===== config.mk =====
export PLATFORM = sky130hd
export DESIGN_NAME = scan_walker
export DESIGN_NICKNAME = d
export VERILOG_FILES = /design/src/hdl/geom_pkg.sv /design/src/hdl/raster_pkg.sv /design/src/hdl/scan_walker.sv
export SDC_FILE = /design/constraint.sdc
export NUM_CORES = 2
export LEC_CHECK = 0
export ABC_AREA = 1
export ABC_CLOCK_PERIOD_IN_PS = 9400
export BUFFER_PORTS_ARGS = -buffer_cell sky130_fd_sc_hd__clkbuf_2
export CAP_MARGIN = 25
export CORE_MARGIN = 3
export CORE_UTILIZATION = 53
export CTS_BUF_LIST = sky130_fd_sc_hd__clkbuf_16
export DETAILED_ROUTE_END_ITERATION = 6
export GPL_TIMING_DRIVEN = 0
export MAX_ROUTING_LAYER = met4
export PLACE_DENSITY = 0.7
export SLEW_MARGIN = 10
export SYNTH_ARGS = -nofsm -noshare
export SYNTH_HDL_FRONTEND = slang
export SYNTH_SLANG_ARGS = --single-unit

===== constraint.sdc =====
create_clock -name clk -period 9.4 [get_ports clk]
set_clock_uncertainty 0.15 [all_clocks]
set_input_delay 0.47 -clock clk [delete_from_list [all_inputs] [get_ports clk]]
set_output_delay 0.47 -clock clk [all_outputs]
set_load 0.02 [all_outputs]

===== src/hdl/geom_pkg.sv =====
package geom_pkg;

    ///////////////////////////////
    // Screen-space geometry
    ///////////////////////////////

    localparam int COORD_W = 12;

    typedef logic signed [COORD_W-1:0] coord_t;

    typedef struct packed {
        coord_t x;
        coord_t y;
    } vertex_t;

    // Counter-clockwise order (y down) gives a visible triangle
    typedef struct packed {
        vertex_t v0;
        vertex_t v1;
        vertex_t v2;
    } triangle_t;

    // Box bounds are inclusive pixel coordinates
    typedef struct packed {
        coord_t min_x;
        coord_t max_x;
        coord_t min_y;
        coord_t max_y;
        logic   empty;
    } bbox_t;

endpackage

===== src/hdl/raster_pkg.sv =====
package raster_pkg;

    ///////////////////////////////
    // Edge functions and output
    ///////////////////////////////

    // Wide enough for any product or running sum
    localparam int EDGE_W = 2 * geom_pkg::COORD_W + 2;

    typedef logic signed [EDGE_W-1:0] edge_val_t;

    // E(x, y) = a*x + b*y + c
    typedef struct packed {
        edge_val_t a;
        edge_val_t b;
        edge_val_t c;
    } edge_coef_t;

    // e0 is v0 to v1, e1 is v1 to v2, e2 is v2 to v0
    typedef struct packed {
        edge_coef_t e0;
        edge_coef_t e1;
        edge_coef_t e2;
    } tri_edges_t;

    typedef struct packed {
        geom_pkg::coord_t x;
        geom_pkg::coord_t y;
    } fragment_t;

endpackage


===== src/hdl/scan_walker.sv =====
`timescale 1ns/1ps

module scan_walker (
    input  logic                   clk,
    input  logic                   rst,
    input  geom_pkg::bbox_t        box,
    input  raster_pkg::tri_edges_t edges,
    input  logic                   setup_valid,
    output logic                   active,
    output raster_pkg::fragment_t  frag,
    output logic                   frag_valid,
    output logic                   done
);
    import geom_pkg::*;
    import raster_pkg::*;

    typedef enum logic [1:0] {
        S_IDLE,
        S_START,
        S_WALK
    } state_t;

    state_t     state;
    coord_t     x_cnt;
    coord_t     y_cnt;
    edge_coef_t coef   [0:2];
    edge_val_t  corner [0:2];
    edge_val_t  ev     [0:2];
    edge_val_t  row    [0:2];
    logic       last_col;
    logic       last_row;
    logic       covered;

    function automatic edge_val_t eval_at(input edge_coef_t e, input coord_t x, input coord_t y);
        edge_val_t xe;
        edge_val_t ye;
        xe = edge_val_t'(x);
        ye = edge_val_t'(y);
        return (e.a * xe) + (e.b * ye) + e.c;
    endfunction

    assign coef[0] = edges.e0;
    assign coef[1] = edges.e1;
    assign coef[2] = edges.e2;

    // Edge values at the top-left corner of the box
    always_comb
    begin
        for (int i = 0; i < 3; i++)
            corner[i] = eval_at(coef[i], box.min_x, box.min_y);
    end

    assign last_col = (x_cnt == box.max_x);
    assign last_row = (y_cnt == box.max_y);
    // Sign bits only, zero counts as inside
    assign covered  = !ev[0][EDGE_W-1] && !ev[1][EDGE_W-1] && !ev[2][EDGE_W-1];

    assign active     = (state != S_IDLE);
    assign frag_valid = (state == S_WALK) && covered;
    assign frag.x     = x_cnt;
    assign frag.y     = y_cnt;

    ///////////////////////////////
    // Control
    ///////////////////////////////

    always_ff @(posedge clk)
    begin
        if (rst)
        begin
            state <= S_IDLE;
            done  <= 1'b0;
        end
        else
        begin
            done <= 1'b0;
            case (state)
                S_IDLE:
                begin
                    if (setup_valid)
                        state <= S_START;
                end
                S_START:
                begin
                    if (box.empty)
                    begin
                        state <= S_IDLE;
                        done  <= 1'b1;
                    end
                    else
                    begin
                        state <= S_WALK;
                    end
                end
                S_WALK:
                begin
                    if (last_col && last_row)
                    begin
                        state <= S_IDLE;
                        done  <= 1'b1;
                    end
                end
                default:
                begin
                    state <= S_IDLE;
                end
            endcase
        end
    end

    ///////////////////////////////
    // Counters and edge values
    ///////////////////////////////

    always_ff @(posedge clk)
    begin
        if (state == S_START)
        begin
            x_cnt <= box.min_x;
            y_cnt <= box.min_y;
            for (int i = 0; i < 3; i++)
            begin
                ev[i]  <= corner[i];
                row[i] <= corner[i];
            end
        end
        else if (state == S_WALK)
        begin
            if (last_col)
            begin
                // Next row starts from the row copy plus b
                x_cnt <= box.min_x;
                y_cnt <= y_cnt + coord_t'(1);
                for (int i = 0; i < 3; i++)
                begin
                    ev[i]  <= row[i] + coef[i].b;
                    row[i] <= row[i] + coef[i].b;
                end
            end
            else
            begin
                x_cnt <= x_cnt + coord_t'(1);
                for (int i = 0; i < 3; i++)
                    ev[i] <= ev[i] + coef[i].a;
            end
        end
    end

endmodule


==> flow_metrics.py <==
metrics = {
    "detailed_routing": {
        "firstDrtPassIters": 7,
        "drt-vias-per-instance": 5.68,
        "drt-initial-drc-count": 6350,
        "wl_per_cell_um": 27.3,
        "routed_wl_mm": 274,
        "via_count": 56900,
        "drcViolationCount": 1,
        "ant_nets": 0,
    },
    "logic_synthesis": {
        "syn_area_per_cell_um2": 7.79,
        "synthSimpleGateAreaFrac": 0.187,
        "synth_cell_types": 58,
        "yosysWarnings": 0,
        "synth_edf_count": 180,
        "synthFlopType": "edfxtp_1",
        "synthCells": 8093,
        "ys_seq_elements": 183,
        "ys_seq_area_frac": 0.0867,
        "synth_xor_area_frac": 0.0281,
        "synth_top_family_by_area": "adder cells",
        "synthAdderAreaFrac": 0.495,
        "muxShareOfSynthArea": 0.000516,
        "syn_nets": 10100,
        "synthArstFlopShare": 0,
        "synth_compound_area_frac": 0.0568,
        "netlist_area_um2": 63000,
    },
    "clocking": {
        "clk_path_buf_depth": 2,
        "cts_sinks": 183,
        "cts_setup_buffers": 0,
        "cts_tree": "done",
        "cts.reportedPaths.clkPinSlew_ps": 80,
        "numCtsBuffers": 17,
        "htreeDepth": 4,
        "clk_latency_ps": 580,
        "root_buffer": "clkbuf_16",
        "cts.repair.resized": 0,
    },
    "worst_setup_path": {
        "start_kind": "input port",
        "cp-end-kind": "register",
        "slowest_stage": "clkbuf_1",
        "arrival_ps": 9420,
        "cp.required_ps": 9590,
        "crit_fanout": 10,
        "critPathMaxStageDelay_ps": 810,
        "crit_top_cell": "fa_1",
        "crit_type": "in -> reg",
    },
    "hold_path": {
        "hold_path.class": "in -> reg",
    },
    "floorplanning": {
        "die_x_um": 351,
        "num_io_pins": 313,
        "core_area_um2": 117000,
        "rows": 125,
        "die-area_um2": 123000,
        "start_util": 0.538,
        "die_y_um": 351,
    },
    "sta": {
        "setup-violations-final": 0,
        "slew-limit-headroom": 0.199,
        "final_hold_viol_count": 0,
        "whs_ps": 93.0,
        "fmax_ghz": 0.108,
        "min_period_ps": 9230,
        "finalCritPeriodShare": 0.982,
        "tightest_slew_ps": 1200,
        "rsz0062_at_grt": "no",
        "finalMaxSlewViolations": 0,
    },
    "run": {
        "drv_cap": 0,
    },
    "grt": {
        "antenna_found_initial": 25,
        "grt_overflow_total": 0,
        "grtUsageTotal": 0.467,
        "grt_pass1_wl_mm": 391,
        "grt_max_degree": 46,
        "first_global_vias": 57000,
    },
    "placed_design": {
        "dp_hpwl_mm": 232,
        "dpl_cell_area_um2": 67100,
        "routabilityCongestion": 1.06,
        "portBuffers": 301,
    },
    "status": {
        "violations": "DRC",
        "status": "complete, but fails checks",
    },
    "finish": {
        "post-route-cell-area_um2": 67900,
        "layout.nets": 10500,
        "drive_above_1_share": 0.0647,
        "fill_cells": 11300,
        "area_growth_pct": 7.69,
        "post-route-util": 0.579,
    },
}
## path summary, 6_finish.rpt
| check | from | end | slack [ps] | cells after the start |
|---|---|---|---|---|
| worst min-delay path | box[0] | done | 90 | 5 |
| worst max register to register | x_cnt[4] | ev[0][16] | 5310 | 8 |
| worst max-delay path | box[38] | ev[0][49] | 170 | 30 |
| worst min register to register | state[1] | state[1] | 390 | 2 |
## synth_stat cells, types with 21 or more instances
master / n / area share
a21o_1: 30 / 0.0036
a21oi_1: 255 / 0.020
buf_1: 61 / 0.0036
buf_2: 22 / 0.0017
clkbuf_1: 223 / 0.013
edfxtp_1: 180 / 0.086
fa_1: 1278 / 0.41
ha_1: 449 / 0.089
inv_1: 2098 / 0.12
nand2_1: 2312 / 0.14
nand3_1: 214 / 0.017
nand3b_1: 21 / 0.0025
nand4_1: 44 / 0.0044
nor2_1: 192 / 0.011
nor3_1: 30 / 0.0024
o21ai_0: 190 / 0.015
o21ai_1: 66 / 0.0052
or2_2: 75 / 0.0074
xnor2_1: 94 / 0.013
xor2_1: 108 / 0.015
## critical path: cells and delay by family
kind | cells | cell delay, ps
and+or+nand+nor | 8 | 1060
adders and majority gates | 8 | 4070
buffers and inverters | 9 | 2500
AOI/OAI and AO/OA | 5 | 1260
## flip-flops by register name, summed over array words and instances (netlist names)
signal / flops
state: 2
ev: 78
row: 78
x_cnt: 12
done: 1
y_cnt: 12
## cells by family after synthesis
logic type | after synthesis
buffers and inverters | 2418
DFF | 183
xor gates and xnor gates | 202
AOI/OAI and AO/OA | 640
adders and majority gates | 1727
muxes | 2
and+or+nand+nor | 2921
## stage by stage
step	setup WS (ps)	TNS, ps	instances
after global routing	119	0	10000
after detailed placement	-376	-2170	9955
after CTS	258	0	9988
after global placement	-3040	-294440	9918
after floorplan	1910	0	8093
final	170	0	10000
## routing by layer
metal | GRT usage | wire length [um] | up-vias
met4 | 0.315 | 23500 | 0
met1 | 0.565 | 99000 | 28100
li1 | - | - | 24500
met3 | 0.163 | 37100 | 794
met5 | - | 0 | -
met2 | 0.657 | 114000 | 3462
## layout by cell type, fill, tap and decap left out, types with 21 or more instances in the layout
cell and instances:
a21o_1 30, o21ai_0 188, or2_2 75, fa_1 1278, nand2_1 2311, nand4_1 44, a21oi_1 255, inv_1 2098
o21ai_1 67, diode_2 31, nor3_1 30, nor2_1 192, nand3b_1 21, edfxtp_1 180, xor2_1 108, buf_1 53
clkbuf_1 201, nand3_1 214, clkbuf_2 323, buf_2 30, ha_1 449, xnor2_1 94
## final cells by class
class,instances,area (um^2),share of cell area
multi-input combinational,5492,48400,0.713
inverter,2101,7890,0.116
sequential,183,5470,0.0805
timing repair buffer,346,2210,0.0326
tap,1524,1910,0.0281
buffer,316,1320,0.0194
clock buffer,17,425,0.00627
clock inverter,15,161,0.00238
antenna,31,77.6,0.00114
## repair_timing
| action | in CTS | in global routing |
|---|---|---|
| endpoints found under the setup margin | 0 | 1 |
| hold buffers | 1 | 0 |
| endpoints found under the hold margin | 2 | 0 |
Power is left out: the tool's default activity adds up to more than one toggle a clock period on the data nets, which glitch-free logic cannot reach.
