<file path="config.mk">
export PLATFORM = sky130hd
export DESIGN_NAME = edge_setup
export DESIGN_NICKNAME = d
export VERILOG_FILES = /design/src/hdl/geom_pkg.sv /design/src/hdl/raster_pkg.sv /design/src/hdl/edge_setup.sv
export SDC_FILE = /design/constraint.sdc
export NUM_CORES = 2
export LEC_CHECK = 0
export ABC_AREA = 1
export BUFFER_PORTS_ARGS = -buffer_cell sky130_fd_sc_hd__buf_4
export CAP_MARGIN = 20
export CORE_MARGIN = 2
export CORE_UTILIZATION = 65
export CTS_CLUSTER_DIAMETER = 60
export CTS_CLUSTER_SIZE = 8
export DETAILED_ROUTE_END_ITERATION = 8
export GPL_ROUTABILITY_DRIVEN = 0
export GPL_TIMING_DRIVEN = 0
export PLACE_DENSITY = 0.94
export SLEW_MARGIN = 10
export SYNTH_ARGS = -nofsm -noshare
export SYNTH_HDL_FRONTEND = slang
export SYNTH_SLANG_ARGS = --single-unit
</file>
<file path="constraint.sdc">
create_clock -name clk -period 20.5 [get_ports clk]
set_input_delay 2.05 -clock clk [delete_from_list [all_inputs] [get_ports clk]]
set_output_delay 2.05 -clock clk [all_outputs]
set_load 0.05 [all_outputs]
</file>
<file path="src/hdl/geom_pkg.sv">
package geom_pkg;

    ///////////////////////////////
    // Screen-space geometry
    ///////////////////////////////

    localparam int COORD_W = 12;

    typedef logic signed [COORD_W-1:0] coord_t;

    typedef struct packed {
        coord_t x;
        coord_t y;
    } vertex_t;

    // Counter-clockwise order (y down) gives a visible triangle
    typedef struct packed {
        vertex_t v0;
        vertex_t v1;
        vertex_t v2;
    } triangle_t;

    // Box bounds are inclusive pixel coordinates
    typedef struct packed {
        coord_t min_x;
        coord_t max_x;
        coord_t min_y;
        coord_t max_y;
        logic   empty;
    } bbox_t;

endpackage
</file>
<file path="src/hdl/raster_pkg.sv">
package raster_pkg;

    ///////////////////////////////
    // Edge functions and output
    ///////////////////////////////

    // Wide enough for any product or running sum
    localparam int EDGE_W = 2 * geom_pkg::COORD_W + 2;

    typedef logic signed [EDGE_W-1:0] edge_val_t;

    // E(x, y) = a*x + b*y + c
    typedef struct packed {
        edge_val_t a;
        edge_val_t b;
        edge_val_t c;
    } edge_coef_t;

    // e0 is v0 to v1, e1 is v1 to v2, e2 is v2 to v0
    typedef struct packed {
        edge_coef_t e0;
        edge_coef_t e1;
        edge_coef_t e2;
    } tri_edges_t;

    typedef struct packed {
        geom_pkg::coord_t x;
        geom_pkg::coord_t y;
    } fragment_t;

endpackage

</file>
<file path="src/hdl/edge_setup.sv">
`timescale 1ns/1ps

module edge_setup (
    input  logic                   clk,
    input  logic                   rst,
    input  geom_pkg::triangle_t    triangle,
    input  logic                   tri_valid,
    output raster_pkg::tri_edges_t edges
);
    import geom_pkg::*;
    import raster_pkg::*;

    edge_coef_t coef0, coef1, coef2;

    ///////////////////////////////
    // Coefficients of one edge
    ///////////////////////////////

    // Inside of the edge is where E >= 0
    function automatic edge_coef_t make_coef(input vertex_t s, input vertex_t e);
        edge_val_t  xs;
        edge_val_t  ys;
        edge_val_t  xe;
        edge_val_t  ye;
        edge_coef_t r;
        xs = edge_val_t'(s.x);
        ys = edge_val_t'(s.y);
        xe = edge_val_t'(e.x);
        ye = edge_val_t'(e.y);
        r.a = ys - ye;
        r.b = xe - xs;
        r.c = (xs * ye) - (xe * ys);
        return r;
    endfunction

    assign coef0 = make_coef(triangle.v0, triangle.v1);
    assign coef1 = make_coef(triangle.v1, triangle.v2);
    assign coef2 = make_coef(triangle.v2, triangle.v0);

    ///////////////////////////////
    // Registered result
    ///////////////////////////////

    // Loads in step with tri_bbox, so the box valid pulse covers both
    always_ff @(posedge clk)
    begin
        if (rst)
        begin
            edges <= '0;
        end
        else if (tri_valid)
        begin
            edges.e0 <= coef0;
            edges.e1 <= coef1;
            edges.e2 <= coef2;
        end
    end

endmodule

</file>
==> results, run 1 <==
- The flow did not finish.
- The failing step is global routing (5_1_grt).
- The tool reported: "[ERROR GRT-0116] Global routing finished with congestion. Check the congestion regions in the DRC Viewer".
- The overall fraction of global-route tracks in use is 61.3%.
- The number of nets in the synthesized netlist is 7717.
- The height of the die is 274 µm.
- Buffers inserted to repair hold after CTS numbered 0.
- The yosys synthesis warning count is 0.
- Dividing the synthesized area by the synthesized cell count gives 7.57 µm².
- Pin placement for this block handled 309 I/O pins.
- The first global-routing pass estimated 329000 µm of wire.
- The count of buffers added on input and output ports is 307.
- The starting utilization of the core area is 65.4%.
- The clock net in this run drives a total of 153 sinks.
- The total overflow left after global routing is 6.
- In this run, distinct cell masters in the synthesized netlist total 50.
- Synthesis handed over a netlist of 6274 instances.
- The H-tree was split into 4 levels.
- Once the clock tree was built, the setup fixing pass inserted 0 buffers.
- The maximum number of pins on one net before global-route repair is 20.
- The number of buffers between clock root and the deepest sink is 2.
- The floorplan has 99 rows.
- After clock tree synthesis, the repair step resized 0 gates.
- The tree is rooted in a sky130_fd_sc_hd__clkbuf_16.
- The synthesized design contains 153 register bits.
- The die is 274 µm wide.
- The cell area after synthesis is 47500 µm².
- The via count of the first global-routing pass is 51.5k.
- The sequential fraction of the synthesis area is 6.45%.
- The post-DP HPWL is 148000 µm.
- The CTS buffer count is 17.
-- kinds of logic after synthesis --
logic type	Yosys count	share of synthesized area, %
simple gates	1832	15.4
flops	153	6.45
buf+inv	2401	19.7
fa+ha+maj	1368	51.7
compound gates	425	5.08
xor+xnor	95	1.75
-- cell usage after synthesis (all sizes together) --
cell type  number  share of area (%)
o21bai          8               0.13
a21o           12               0.19
a31o            5              0.092
o221ai          2              0.037
nor2          392                3.1
nand3b          9               0.17
a31oi           5              0.066
xnor2          39               0.72
o31ai           1              0.016
or2            18               0.24
o21a            5              0.079
clkbuf        237                1.9
nand2        1216                9.6
a21oi         167                1.8
nand3         130                1.4
clkinv          2              0.016
a21boi          2              0.039
ha            378                 10
buf           102                1.5
o211ai         37               0.63
inv          2060                 16
nand4          44               0.58
and2            3              0.039
o21ai         181                2.0
fa            990                 42
and3            2              0.026
xor2           56                1.0
nand2b          1              0.013
nor3           17               0.18
dfxtp         153                6.4
-- metal layers --
metal | GRT usage [%] | overflow
met5 | 33.7 | 1
met4 | 56.6 | 1
met3 | 55.0 | 1
met2 | 73.8 | 3
met1 | 58.9 | 0
-- metrics by stage --
| step | hold slack, ns | area [µm²] | instances | worst slack, ns |
|---|---|---|---|---|
| 3_5_place_dp | 0.464 | 51000 | 7541 | 10.75 |
| 2_1_floorplan | 0.747 | 47500 | 6274 | 12.66 |
| 3_3_place_gp | 0.466 | 51000 | 7540 | 10.96 |
| 4_1_cts | 0.485 | 51700 | 7573 | 11.24 |
==> run 2: changes to the inputs <==
CORE_UTILIZATION = 40   (was 65)
CTS_CLUSTER_DIAMETER = unset   (was 60)
CTS_CLUSTER_SIZE = unset   (was 8)
PLACE_DENSITY = unset   (was 0.94)
PLACE_DENSITY_LB_ADDON = 0.15   (was unset)
==> results, run 2 <==
- The classification of the worst-slack hold path is reg2reg.
- For this run, design rule violations remaining after detail routing come to 0.
- Once detailed placement completed, the half-perimeter wirelength came to 158000 µm.
- The via count normalized by instance count is 5.04.
- The clock reaches the later pin of the worst-skew pair after 0.51 ns.
- Traced cell by cell, the critical path runs through buf_4 -> clkbuf_1 -> buf_6 -> clkbuf_1 -> nand2_1 -> fa_1 -> inv_1 -> fa_1 -> fa_1 -> inv_1 -> fa_1 -> fa_1 -> inv_1 -> fa_1 -> fa_1 -> ha_1 -> a21oi_1 -> o21ai_0 -> a21oi_1 -> nand3_1 -> nand2_1 -> nand3_1 -> nand2_1 -> inv_1.
- The total of endpoints with negative setup slack in the final report is 0.
- The cell family contributing the most delay on the critical path is adder cells.
- The post-route antenna net violation count is 0.
- In the synthesized netlist the dominant register cell turns out to be sky130_fd_sc_hd__dfxtp_1.
- The register with the most flip-flops in the layout has 153 of them.
- The initial antenna violation count was 13.
- Setup repair after global routing left no endpoint under its margin.
- From synthesis to final layout, the design area changed by 11.0%.
- Counting instances in the post-synthesis netlist gives the leading cell types as 2054 x sky130_fd_sc_hd__inv_1, 1210 x sky130_fd_sc_hd__nand2_1, 990 x sky130_fd_sc_hd__fa_1.
- The number of hold-repair buffers added at the cts stage is 0.
- The transition time at the pin with the least slew margin is 1.33 ns.
- The hold path depth is 2.
- The library cell occupying the most area in the post-synthesis netlist is sky130_fd_sc_hd__fa_1.
- The detailed router's first-iteration violation count is 4259.
- The most common library cell in the layout ignoring fill and taps is sky130_fd_sc_hd__inv_1.
- Dividing the detail-routed wire length by the instance count gives 23.4 µm.
- The number of clock buffers added by TritonCTS is 17.
- In this run, synthesis produced a sequential element count of 153.
- The final clock skew is 0 ns.
- The number of max-slew violations in the final report is 0.
- Summed over all layers, the global routing overflow is 0.
- The number of buffers between clock root and the deepest sink is 2.
- The core region is 118000 µm².
- The die outline width is 349 µm.
- The via count of the routed design is 41.3k.
- Entering global routing, the biggest net connects 17 pins.
- Counting flops with a built-in enable in the synthesized netlist gives 0.
- Sorting the synthesized cells by area gives the leading types as sky130_fd_sc_hd__fa_1 42%, sky130_fd_sc_hd__inv_1 16%, sky130_fd_sc_hd__ha_1 10%.
- The count of buffers added on input and output ports is 307.
- The final period demand of the worst path is 9.86 ns.
- For this run, the top clock speed supported by timing is 101 MHz.
- The starting utilization of the core area is 40.3%.
- The register name with the most flops is edges.
- The max-capacitance violation count is 0.
- The post-cts sizing count is 0.
- Synthesis produced a netlist with a net count of 7717.
- The first global-routing pass estimated 276000 µm of wire.
- The share of final-layout standard cells stronger than drive strength 1 is 7.77%.
- The path length in cells of the critical path is 24.
- The first-pass iteration count of the detailed router is 8.
- The endpoint arrival time on the critical path is 10.29 ns.
- The most frequent cell after synthesis is sky130_fd_sc_hd__inv_1.
- After clock tree synthesis, the setup repair step added 0 buffers.
- Of all nets on the critical path, the largest fanout is 10.
- The critical path class is in2reg.
- The cell with the largest stage delay on the worst path is sky130_fd_sc_hd__clkbuf_1.
- The tree is rooted in a sky130_fd_sc_hd__clkbuf_16.
- The area share of the leading cell type in the synthesized netlist is 41.7%.
- In the final design database the tool counted 8069 nets.
- The number of standard-cell rows in the floorplan is 126.
- The final count of hold timing violations was 0.
- The largest single stage delay on the critical path is 0.78 ns.
- The sum of buffers and inverters on the critical path is 8.
- The CTS sink count is 153.
- The post-detailed-routing wire length is 191000 µm.
- The cell area after synthesis is 47500 µm².
- Summing the sequential cell areas from Yosys gives 6.45% of the chip area.
- In this run, distinct cell masters in the synthesized netlist total 50.
- The cell that appears most often on the critical path is sky130_fd_sc_hd__fa_1.
- After clock tree synthesis, the clock-pin slew on the worst setup and hold paths is 0.08 ns.
- Setup total negative slack on the finished layout was measured at 0 ns.
- The height of the die is 349 µm.
- The die covers 122000 µm².
- The Yosys step of the flow raised 0 warnings.
- CTS built an H-tree with a depth of 4.
- STA classifies the critical path endpoint as a flip-flop.
- The cell count after synthesis is 6274.
- The cell count of the worst reg-to-reg path is 2.
- The largest registers in the layout are edges x153.
- The data required time of the worst path is 20.93 ns.
- For this design the top-level I/O count stands at 309.
- Counting the fill cells in the layout gives 12.2k.
- Global routing consumed, over all layers together, 32.0% of the routing resources.
- The max-slew headroom at the worst pin is 11.4%.
- The mean cell area of the mapped netlist is 7.57 µm².
- The TritonCTS clock tree is done.
- The flow ran to the end, and the final reports show no timing, DRC or antenna violations.
- The worst setup path is launched from an input pin.
- In the layout the commonest cells are 2054 x sky130_fd_sc_hd__inv_1, 1210 x sky130_fd_sc_hd__nand2_1, 990 x sky130_fd_sc_hd__fa_1.
- In the synthesized netlist the async set-or-reset flop fraction comes to 0%.
- The via count of the first global-routing pass is 40.6k.
- The final clock period utilization by the worst path is 48.1%.
-- run 2: cell counts after synthesis --
No cell type changed its count.
-- run 2: worst paths after layout --
check                     startpoint                       to  slack (ns)
max                     triangle[32]  edges[180]$_SDFFE_PP0P_       10.64
min          edges[141]$_SDFFE_PP0P_  edges[141]$_SDFFE_PP0P_        0.49
max reg2reg  edges[128]$_SDFFE_PP0P_  edges[128]$_SDFFE_PP0P_       19.45
min reg2reg  edges[141]$_SDFFE_PP0P_  edges[141]$_SDFFE_PP0P_        0.49
-- run 2: metal layers --
| metal | GRT usage, % | part of all wire (%) |
|---|---|---|
| met5 | 0.440 | 0.077 |
| met1 | 40.6 | 38 |
| met3 | 10.0 | 12 |
| met2 | 48.2 | 43 |
| met4 | 18.1 | 6.9 |
-- run 2: cell type report --
class / count / area, µm² / share of cell area (%)
clock buffer: 17 / 425 / 0.807
tap: 1536 / 1920 / 3.64
antenna: 6 / 15.0 / 0.0285
multi-input combinational: 3720 / 35100 / 66.6
sequential: 153 / 3060 / 5.81
clock inverter: 15 / 184 / 0.349
timing repair buffer: 333 / 2670 / 5.05
inverter: 2062 / 7740 / 14.7
buffer: 339 / 1620 / 3.07
-- run 2: metrics by stage --
stage               hold WS [ns]  instances  area (µm²)  utilization (%)  setup slack (ns)
floorplan                  0.747       6274       47500                -             12.66
global placement           0.467       8117       51700             43.9             10.19
detailed placement         0.468       8126       51900             44.0             10.42
CTS                        0.493       8158       52500             44.5             10.97
global route               0.502       8176       52700             44.7             10.52
finish                     0.489       8181       52700             44.7             10.64
-- run 2: worst reg2reg max path: cells and delay by family, from the launching register on --
family	cells	cell delay, ns
AO/OA/AOI/OAI	1	0.16
flip-flops	1	0.70
AND/OR/NAND/NOR	1	0.11
-- run 2: cells by family after synthesis --
group / share of synthesized area, %
xor gates and xnor gates: 1.75
DFF: 6.45
buffers and inverters: 19.7
adders and majority gates: 51.7
AOI/OAI and AO/OA: 5.08
and+or+nand+nor: 15.4
Power of run 2 is not shown: default switching activity piles up to over one toggle a cycle in this logic, so the estimate is an artifact.
