`config.mk`:
```
export PLATFORM = sky130hd
export DESIGN_NAME = tri_bbox
export DESIGN_NICKNAME = d
export VERILOG_FILES = /design/src/hdl/geom_pkg.sv /design/src/hdl/tri_bbox.sv
export SDC_FILE = /design/constraint.sdc
export NUM_CORES = 1
export LEC_CHECK = 0
export BUFFER_PORTS_ARGS = -buffer_cell sky130_fd_sc_hd__buf_4
export CORE_UTILIZATION = 55
export DETAILED_ROUTE_END_ITERATION = 10
export PLACE_DENSITY = 0.89
export SETUP_SLACK_MARGIN = 0.2
export SLEW_MARGIN = 20
export SYNTH_ARGS = -nofsm -noshare
export SYNTH_HDL_FRONTEND = slang
export SYNTH_SLANG_ARGS = --single-unit
```
`constraint.sdc`:
```
create_clock -name clk -period 10.3 [get_ports clk]
set_input_delay 3.09 -clock clk [delete_from_list [all_inputs] [get_ports clk]]
set_output_delay 3.09 -clock clk [all_outputs]
set_load 0.01 [all_outputs]
```
`src/hdl/geom_pkg.sv`:
```
package geom_pkg;

    ///////////////////////////////
    // Screen-space geometry
    ///////////////////////////////

    localparam int COORD_W = 12;

    typedef logic signed [COORD_W-1:0] coord_t;

    typedef struct packed {
        coord_t x;
        coord_t y;
    } vertex_t;

    // Counter-clockwise order (y down) gives a visible triangle
    typedef struct packed {
        vertex_t v0;
        vertex_t v1;
        vertex_t v2;
    } triangle_t;

    // Box bounds are inclusive pixel coordinates
    typedef struct packed {
        coord_t min_x;
        coord_t max_x;
        coord_t min_y;
        coord_t max_y;
        logic   empty;
    } bbox_t;

endpackage
```
`src/hdl/tri_bbox.sv`:
```
`timescale 1ns/1ps

module tri_bbox #(
    parameter int SCREEN_W = 64,
    parameter int SCREEN_H = 48
) (
    input  logic                clk,
    input  logic                rst,
    input  geom_pkg::triangle_t triangle,
    input  logic                tri_valid,
    output geom_pkg::bbox_t     box,
    output logic                box_valid
);
    import geom_pkg::*;

    localparam coord_t X_MAX = coord_t'(SCREEN_W - 1);
    localparam coord_t Y_MAX = coord_t'(SCREEN_H - 1);

    coord_t mn_x, mx_x, mn_y, mx_y;
    coord_t lo_x, hi_x, lo_y, hi_y;

    function automatic coord_t min3(input coord_t a, input coord_t b, input coord_t c);
        coord_t m;
        m = (a < b) ? a : b;
        return (c < m) ? c : m;
    endfunction

    function automatic coord_t max3(input coord_t a, input coord_t b, input coord_t c);
        coord_t m;
        m = (a > b) ? a : b;
        return (c > m) ? c : m;
    endfunction

    assign mn_x = min3(triangle.v0.x, triangle.v1.x, triangle.v2.x);
    assign mx_x = max3(triangle.v0.x, triangle.v1.x, triangle.v2.x);
    assign mn_y = min3(triangle.v0.y, triangle.v1.y, triangle.v2.y);
    assign mx_y = max3(triangle.v0.y, triangle.v1.y, triangle.v2.y);

    // Only the inner side of each bound is clamped, so an off-screen
    // triangle ends up with min above max
    assign lo_x = (mn_x < 0) ? '0 : mn_x;
    assign hi_x = (mx_x > X_MAX) ? X_MAX : mx_x;
    assign lo_y = (mn_y < 0) ? '0 : mn_y;
    assign hi_y = (mx_y > Y_MAX) ? Y_MAX : mx_y;

    always_ff @(posedge clk)
    begin
        if (tri_valid)
        begin
            box.min_x <= lo_x;
            box.max_x <= hi_x;
            box.min_y <= lo_y;
            box.max_y <= hi_y;
            box.empty <= (lo_x > hi_x) || (lo_y > hi_y);
        end
    end

    always_ff @(posedge clk)
    begin
        if (rst)
            box_valid <= 1'b0;
        else
            box_valid <= tri_valid;
    end

endmodule

```
==> flow_metrics.env, run 1 <==
export IMPL_hold_depth=2
export IMPL_grt_pass1_wl_um=24900
export IMPL_period_share_pct=87.0
export IMPL_layout_commonest_cell="buf_4"
export IMPL_critPathCaptureType="register"
export IMPL_wire_per_inst_um=18.9
export IMPL_synth_edff_count=47
export IMPL_clk_pin_slew_ns=0.10
export IMPL_async_flop_share_pct=0
export IMPL_grt_pass1_vias=5168
export IMPL_die_area_mm2=0.0107
export IMPL_die_x_um=104
export IMPL_critPathTopFamily="compound AO/OA/AOI/OAI gates"
export IMPL_antenna_diode_count=0
export IMPL_synth_cell_type_count=62
export IMPL_core_mm2=0.00991
export IMPL_track_usage_pct=28.8
export IMPL_h_tree_depth=2
export IMPL_final_area_mm2=0.00680
export IMPL_worst_slew_pin_slew_ns=0.833
export IMPL_drive_gt1_share_pct=27.5
export IMPL_wl_um=15700
export IMPL_period_minus_slack_ns=8.96
export IMPL_fillers=779
export IMPL_fin_util_pct=68.7
export IMPL_drc=0
export IMPL_peakVddDrop_mv=0.0810
export IMPL_cpMaxStageDelayCell="a21o_1"
export IMPL_drv_cap=0
export IMPL_final_hold_viol_count=0
export IMPL_netlist_instances=588
export IMPL_layout_common_cells="buf_4 (127), ha_1 (92), mux2i_1 (59)"
export IMPL_path_max_fanout=17
export IMPL_io_buffers=122
export IMPL_dp_slack_ns=1.12
export IMPL_grt_max_degree=49
export IMPL_synth_ff_type="edfxtp_1"
export IMPL_fmax_mhz=112
export IMPL_syn_to_final_growth_pct=19.9
export IMPL_max_slew_margin_pct=44.5
export IMPL_start_kind="input pin"
export IMPL_fp_dieH_um=104
export IMPL_p_per_area_mw_per_mm2=133
export IMPL_crit_top_cell="ha_1"
export IMPL_worstPathRequired_ns=10.35
export IMPL_crit_buf_inv=3
export IMPL_post_cts_buffers=0
export IMPL_initial_utilization_pct=57.3
export IMPL_ios=125
export IMPL_p_leak_nw=3.21
export IMPL_routabilityCongestion=0.910
export IMPL_tritoncts="done"
export IMPL_hp_class="input pin to register"
export IMPL_holdBufCountCts=0
export IMPL_synth_seq_cells=48
export IMPL_drtIter0Drc=275
export IMPL_row_count=36
export IMPL_antenna_found_initial=0
export IMPL_critPathKind="input pin to register"
export IMPL_setup_viol=0
export IMPL_min_from="rst"
export IMPL_vias_per_cell=6.27
export IMPL_fin_setup_tns_ns=0
export IMPL_yosys_warnings=0
export IMPL_drtAntennaViolNets=0
export IMPL_cts_resized=0
export IMPL_cts_sinks=48
export IMPL_rsz0062_at_grt="no"
export IMPL_dp_hpwl_um=12900
export IMPL_hold_path_endpoint="box_valid$_SDFF_PP0_"
export IMPL_run_status="completed"
export IMPL_postSynthAreaPerCell_um2=9.65
export IMPL_cpPeakStageDelay_ns=0.63
export IMPL_drv_slew=0
export IMPL_post_dp_cell_area_mm2=0.00668
export IMPL_syn_cell_area_mm2=0.00568
export IMPL_seqCellArea_mm2=0.00143
export IMPL_root_buffer="clkbuf_8"
export IMPL_fin_nets=868
export IMPL_setup_ws_ns=1.34
export IMPL_clock_path_buffers=2
export IMPL_critPathArrivalTime_ns=9.01
export IMPL_multi_input_area_mm2=0.00392
export IMPL_cts_buffers=5
export IMPL_num_vias=5234
export IMPL_dr_pass1_iters=5
export IMPL_ys_seq_area_share_pct=25.2
export IMPL_grt_ovfl_total=0
[per-layer routing]
| layer | part of all wire (%) | GRT usage [%] |
|---|---|---|
| met5 | 0 | 0 |
| met4 | 4.5 | 14.0 |
| met2 | 50 | 52.8 |
| met3 | 6.2 | 2.96 |
| met1 | 39 | 33.4 |
[worst max-delay path by stage]
stage	startpoint	to	slack [ns]	depth (start not counted)
2_1_floorplan	triangle[47]	box[0]$_DFFE_PP_	1.95	27
3_3_place_gp	triangle[47]	box[0]$_DFFE_PP_	1.38	25
3_5_place_dp	triangle[47]	box[0]$_DFFE_PP_	1.12	25
4_1_cts	triangle[47]	box[0]$_DFFE_PP_	1.44	25
5_1_grt	triangle[47]	box[0]$_DFFE_PP_	0.93	25
6_report	triangle[47]	box[0]$_DFFE_PP_	1.34	25
[metrics by stage]
step                std cells  hold slack [ns]  power [mW]
floorplan                 589             3.16       0.588
global placement          827             3.25       0.729
detailed placement        827             3.25       0.753
CTS                       835             2.92       0.897
global route              835             2.94       0.952
finish                    835             2.93       0.903
[cells in the mapped netlist, types with 2 or more instances]
master	number	share of area [%]
ha_1	92	20
mux2i_1	60	11
inv_1	54	3.6
edfxtp_1	47	25
mux2_2	34	6.7
nand2_1	31	2.0
a21oi_1	26	2.3
nor2_1	24	1.6
o21ai_0	19	1.7
nand4_1	17	1.9
nand3_1	14	1.2
a31oi_1	13	1.4
nor2b_1	12	1.3
nor3b_1	10	1.3
o21ai_2	10	1.5
a21boi_0	9	1.2
a21boi_1	9	1.2
buf_2	8	0.71
o21a_1	8	1.1
clkbuf_1	7	0.46
o211ai_1	7	0.93
a211oi_1	6	0.79
a21o_1	6	0.79
buf_4	4	0.53
nand2b_1	4	0.44
and3_1	3	0.33
and4_1	3	0.46
buf_6	3	0.60
mux2_1	3	0.60
nor3_1	3	0.26
nor4_1	3	0.33
o211a_1	3	0.53
a21oi_2	2	0.31
inv_2	2	0.13
nand3b_1	2	0.26
nand4b_1	2	0.31
o32a_1	2	0.35
o41ai_1	2	0.31
[where the power goes]
part / switching (mW) / internal, mW / total [mW]
Combinational: 0.270 / 0.224 / 0.494
Sequential: 0.0106 / 0.255 / 0.266
Clock: 0.0637 / 0.0794 / 0.143
Total: 0.344 / 0.559 / 0.903
[registers in the layout, summed over array words and instances, names as in the netlist]
name / count
box: 47
box_valid: 1
[logic make-up after synthesis]
| kind of cell | Yosys count | share of synthesized area, % |
|---|---|---|
| AO/OA/AOI/OAI | 136 | 17.2 |
| AND/OR/NAND/NOR | 134 | 12.7 |
| multiplexers | 99 | 18.6 |
| adder cells (fa/ha/maj) | 92 | 20.3 |
| buffers and inverters | 78 | 6.00 |
| flip-flops | 48 | 25.2 |
| other | 1 | 0.0661 |
[final cells by class]
class / count / share of cell area (%)
tap: 133 / 2.45
clock buffer: 6 / 1.21
clock inverter: 2 / 0.570
timing repair buffer: 127 / 14.0
multi-input combinational: 463 / 57.6
inverter: 56 / 3.09
sequential: 48 / 21.0
Power figures use the tool's default switching activity.
==> inputs of run 2 (changes only) <==
Clock period 10.3 ns to 9.1 ns, I/O delays scaled along.
==> run 2 against run 1 <==
Via count fell by 0.71%. Setup slack got worse by 0.66 ns. Flip-flop and latch count did not move. Sequential power rose by 13%. Final area rose by 0.11%. First-iteration DRC count fell by 12%. Critical path depth fell by 2. Final cell count rose by 0.12%. Worst hold slack got worse by 0.35 ns. Highest routed layer unchanged.
==> flow_metrics.env, run 2 (synthesized netlist as in run 1, its figures left out) <==
export IMPL_run_status="completed"
export IMPL_peakVddDrop_mv=0.0811
export IMPL_antenna_diode_count=0
export IMPL_p_per_area_mw_per_mm2=151
export IMPL_syn_to_final_growth_pct=20.0
export IMPL_dr_pass1_iters=5
export IMPL_drive_gt1_share_pct=27.6
export IMPL_fin_util_pct=68.7
export IMPL_final_hold_viol_count=0
export IMPL_dp_hpwl_um=13400
export IMPL_layout_common_cells="buf_4 (128), ha_1 (92), mux2i_1 (59)"
export IMPL_grt_max_degree=49
export IMPL_drtAntennaViolNets=0
export IMPL_clock_path_buffers=2
export IMPL_start_kind="input pin"
export IMPL_drtIter0Drc=241
export IMPL_fillers=780
export IMPL_antenna_found_initial=0
export IMPL_fmax_mhz=119
export IMPL_holdBufCountCts=0
export IMPL_period_minus_slack_ns=8.42
export IMPL_period_share_pct=92.5
export IMPL_setup_viol=0
export IMPL_h_tree_depth=2
export IMPL_timing_hold_ws_ns=2.58
export IMPL_multi_input_area_mm2=0.00392
export IMPL_ios=125
export IMPL_core_mm2=0.00991
export IMPL_wire_per_inst_um=19.6
export IMPL_num_vias=5197
export IMPL_rsz0062_at_grt="no"
export IMPL_path_max_fanout=15
export IMPL_max_slew_margin_pct=40.8
export IMPL_cts_resized=0
export IMPL_layout_commonest_cell="buf_4"
export IMPL_critPathArrivalTime_ns=8.46
export IMPL_post_cts_buffers=0
export IMPL_fin_nets=869
export IMPL_drc=0
export IMPL_worstPathRequired_ns=9.14
export IMPL_top_register="box"
export IMPL_grt_pass1_wl_um=26300
export IMPL_io_buffers=122
export IMPL_largest_reg_flops=47
export IMPL_grt_pass1_vias=5234
export IMPL_clk_pin_slew_ns=0.10
export IMPL_cts_sinks=48
export IMPL_worst_slew_pin_slew_ns=0.888
export IMPL_initial_utilization_pct=57.3
export IMPL_root_buffer="clkbuf_8"
export IMPL_total_power_mw=1.03
export IMPL_routabilityCongestion=0.988
export IMPL_drv_cap=0
export IMPL_track_usage_pct=30.5
export IMPL_vias_per_cell=6.22
export IMPL_drv_slew=0
export IMPL_fp_dieH_um=104
export IMPL_row_count=36
export IMPL_critPathKind="input pin to register"
export IMPL_critPathCaptureType="register"
export IMPL_p_leak_nw=3.22
export IMPL_wl_um=16400
export IMPL_die_x_um=104
export IMPL_die_area_mm2=0.0107
export IMPL_fin_setup_tns_ns=0
export IMPL_reg_largest_list="box (47), box_valid (1)"
export IMPL_seqCellArea_mm2=0.00143
export IMPL_cts_buffers=5
export IMPL_tritoncts="done"
export IMPL_hp_class="input pin to register"
export IMPL_grt_ovfl_total=0
[run 2: cell count changes in the layout (fill, tap and decap cells not counted), sizes merged]
cell	before	now
buf	127	128
[run 2: per-layer routing]
layer / vias to the layer above / track usage, % / share of wire, %
met5: - / 0 / 0
met4: 0 / 13.5 / 3.9
met3: 57 / 3.40 / 4.9
met2: 237 / 57.3 / 52
met1: 2455 / 34.3 / 39
li1: 2448 / - / -
[run 2: layout make-up]
| cell class | instances | area share (%) |
|---|---|---|
| Multi-Input combinational cell | 463 | 57.6 |
| Sequential cell | 48 | 21.0 |
| Timing Repair Buffer | 128 | 14.1 |
| Inverter | 56 | 3.09 |
| Tap cell | 133 | 2.44 |
| Clock buffer | 6 | 1.21 |
| Clock inverter | 2 | 0.569 |
[run 2: final timing paths]
check	from	cells past startpoint	end
worst max-delay path	triangle[47]	23	box[0]$_DFFE_PP_
worst min-delay path	rst	2	box_valid$_SDFF_PP0_
[run 2: stage by stage]
step | instances | setup WS [ns] | area (um^2)
after global routing | 836 | 0.214 | 6810
after detailed placement | 828 | 0.438 | 6690
after CTS | 836 | 0.757 | 6810
after global placement | 828 | 0.730 | 6690
final | 836 | 0.682 | 6810
after floorplan | 589 | 1.11 | 5680
[run 2: worst max-delay path, cell delays in order]
cell	delay (ns)
buf_4	0.12
inv_1	0.25
ha_1	0.33
a21oi_1	0.17
o21ai_0	0.12
a41oi_2	0.37
a21o_1	0.46
mux2i_1	0.33
ha_1	0.30
and3_1	0.21
a221o_1	0.37
a31oi_1	0.19
nand4b_1	0.11
nand3_1	0.37
mux2_2	0.47
inv_2	0.21
o211ai_1	0.13
ha_1	0.33
a21o_1	0.21
a211oi_1	0.24
nand2_1	0.09
o21ai_0	0.19
nand4_1	0.13
[run 2: report_power, final]
part / internal (mW) / switching [mW] / total, mW
combinational: 0.256 / 0.310 / 0.566
sequential: 0.289 / 0.0125 / 0.301
clock: 0.0898 / 0.0704 / 0.160
total: 0.634 / 0.393 / 1.03
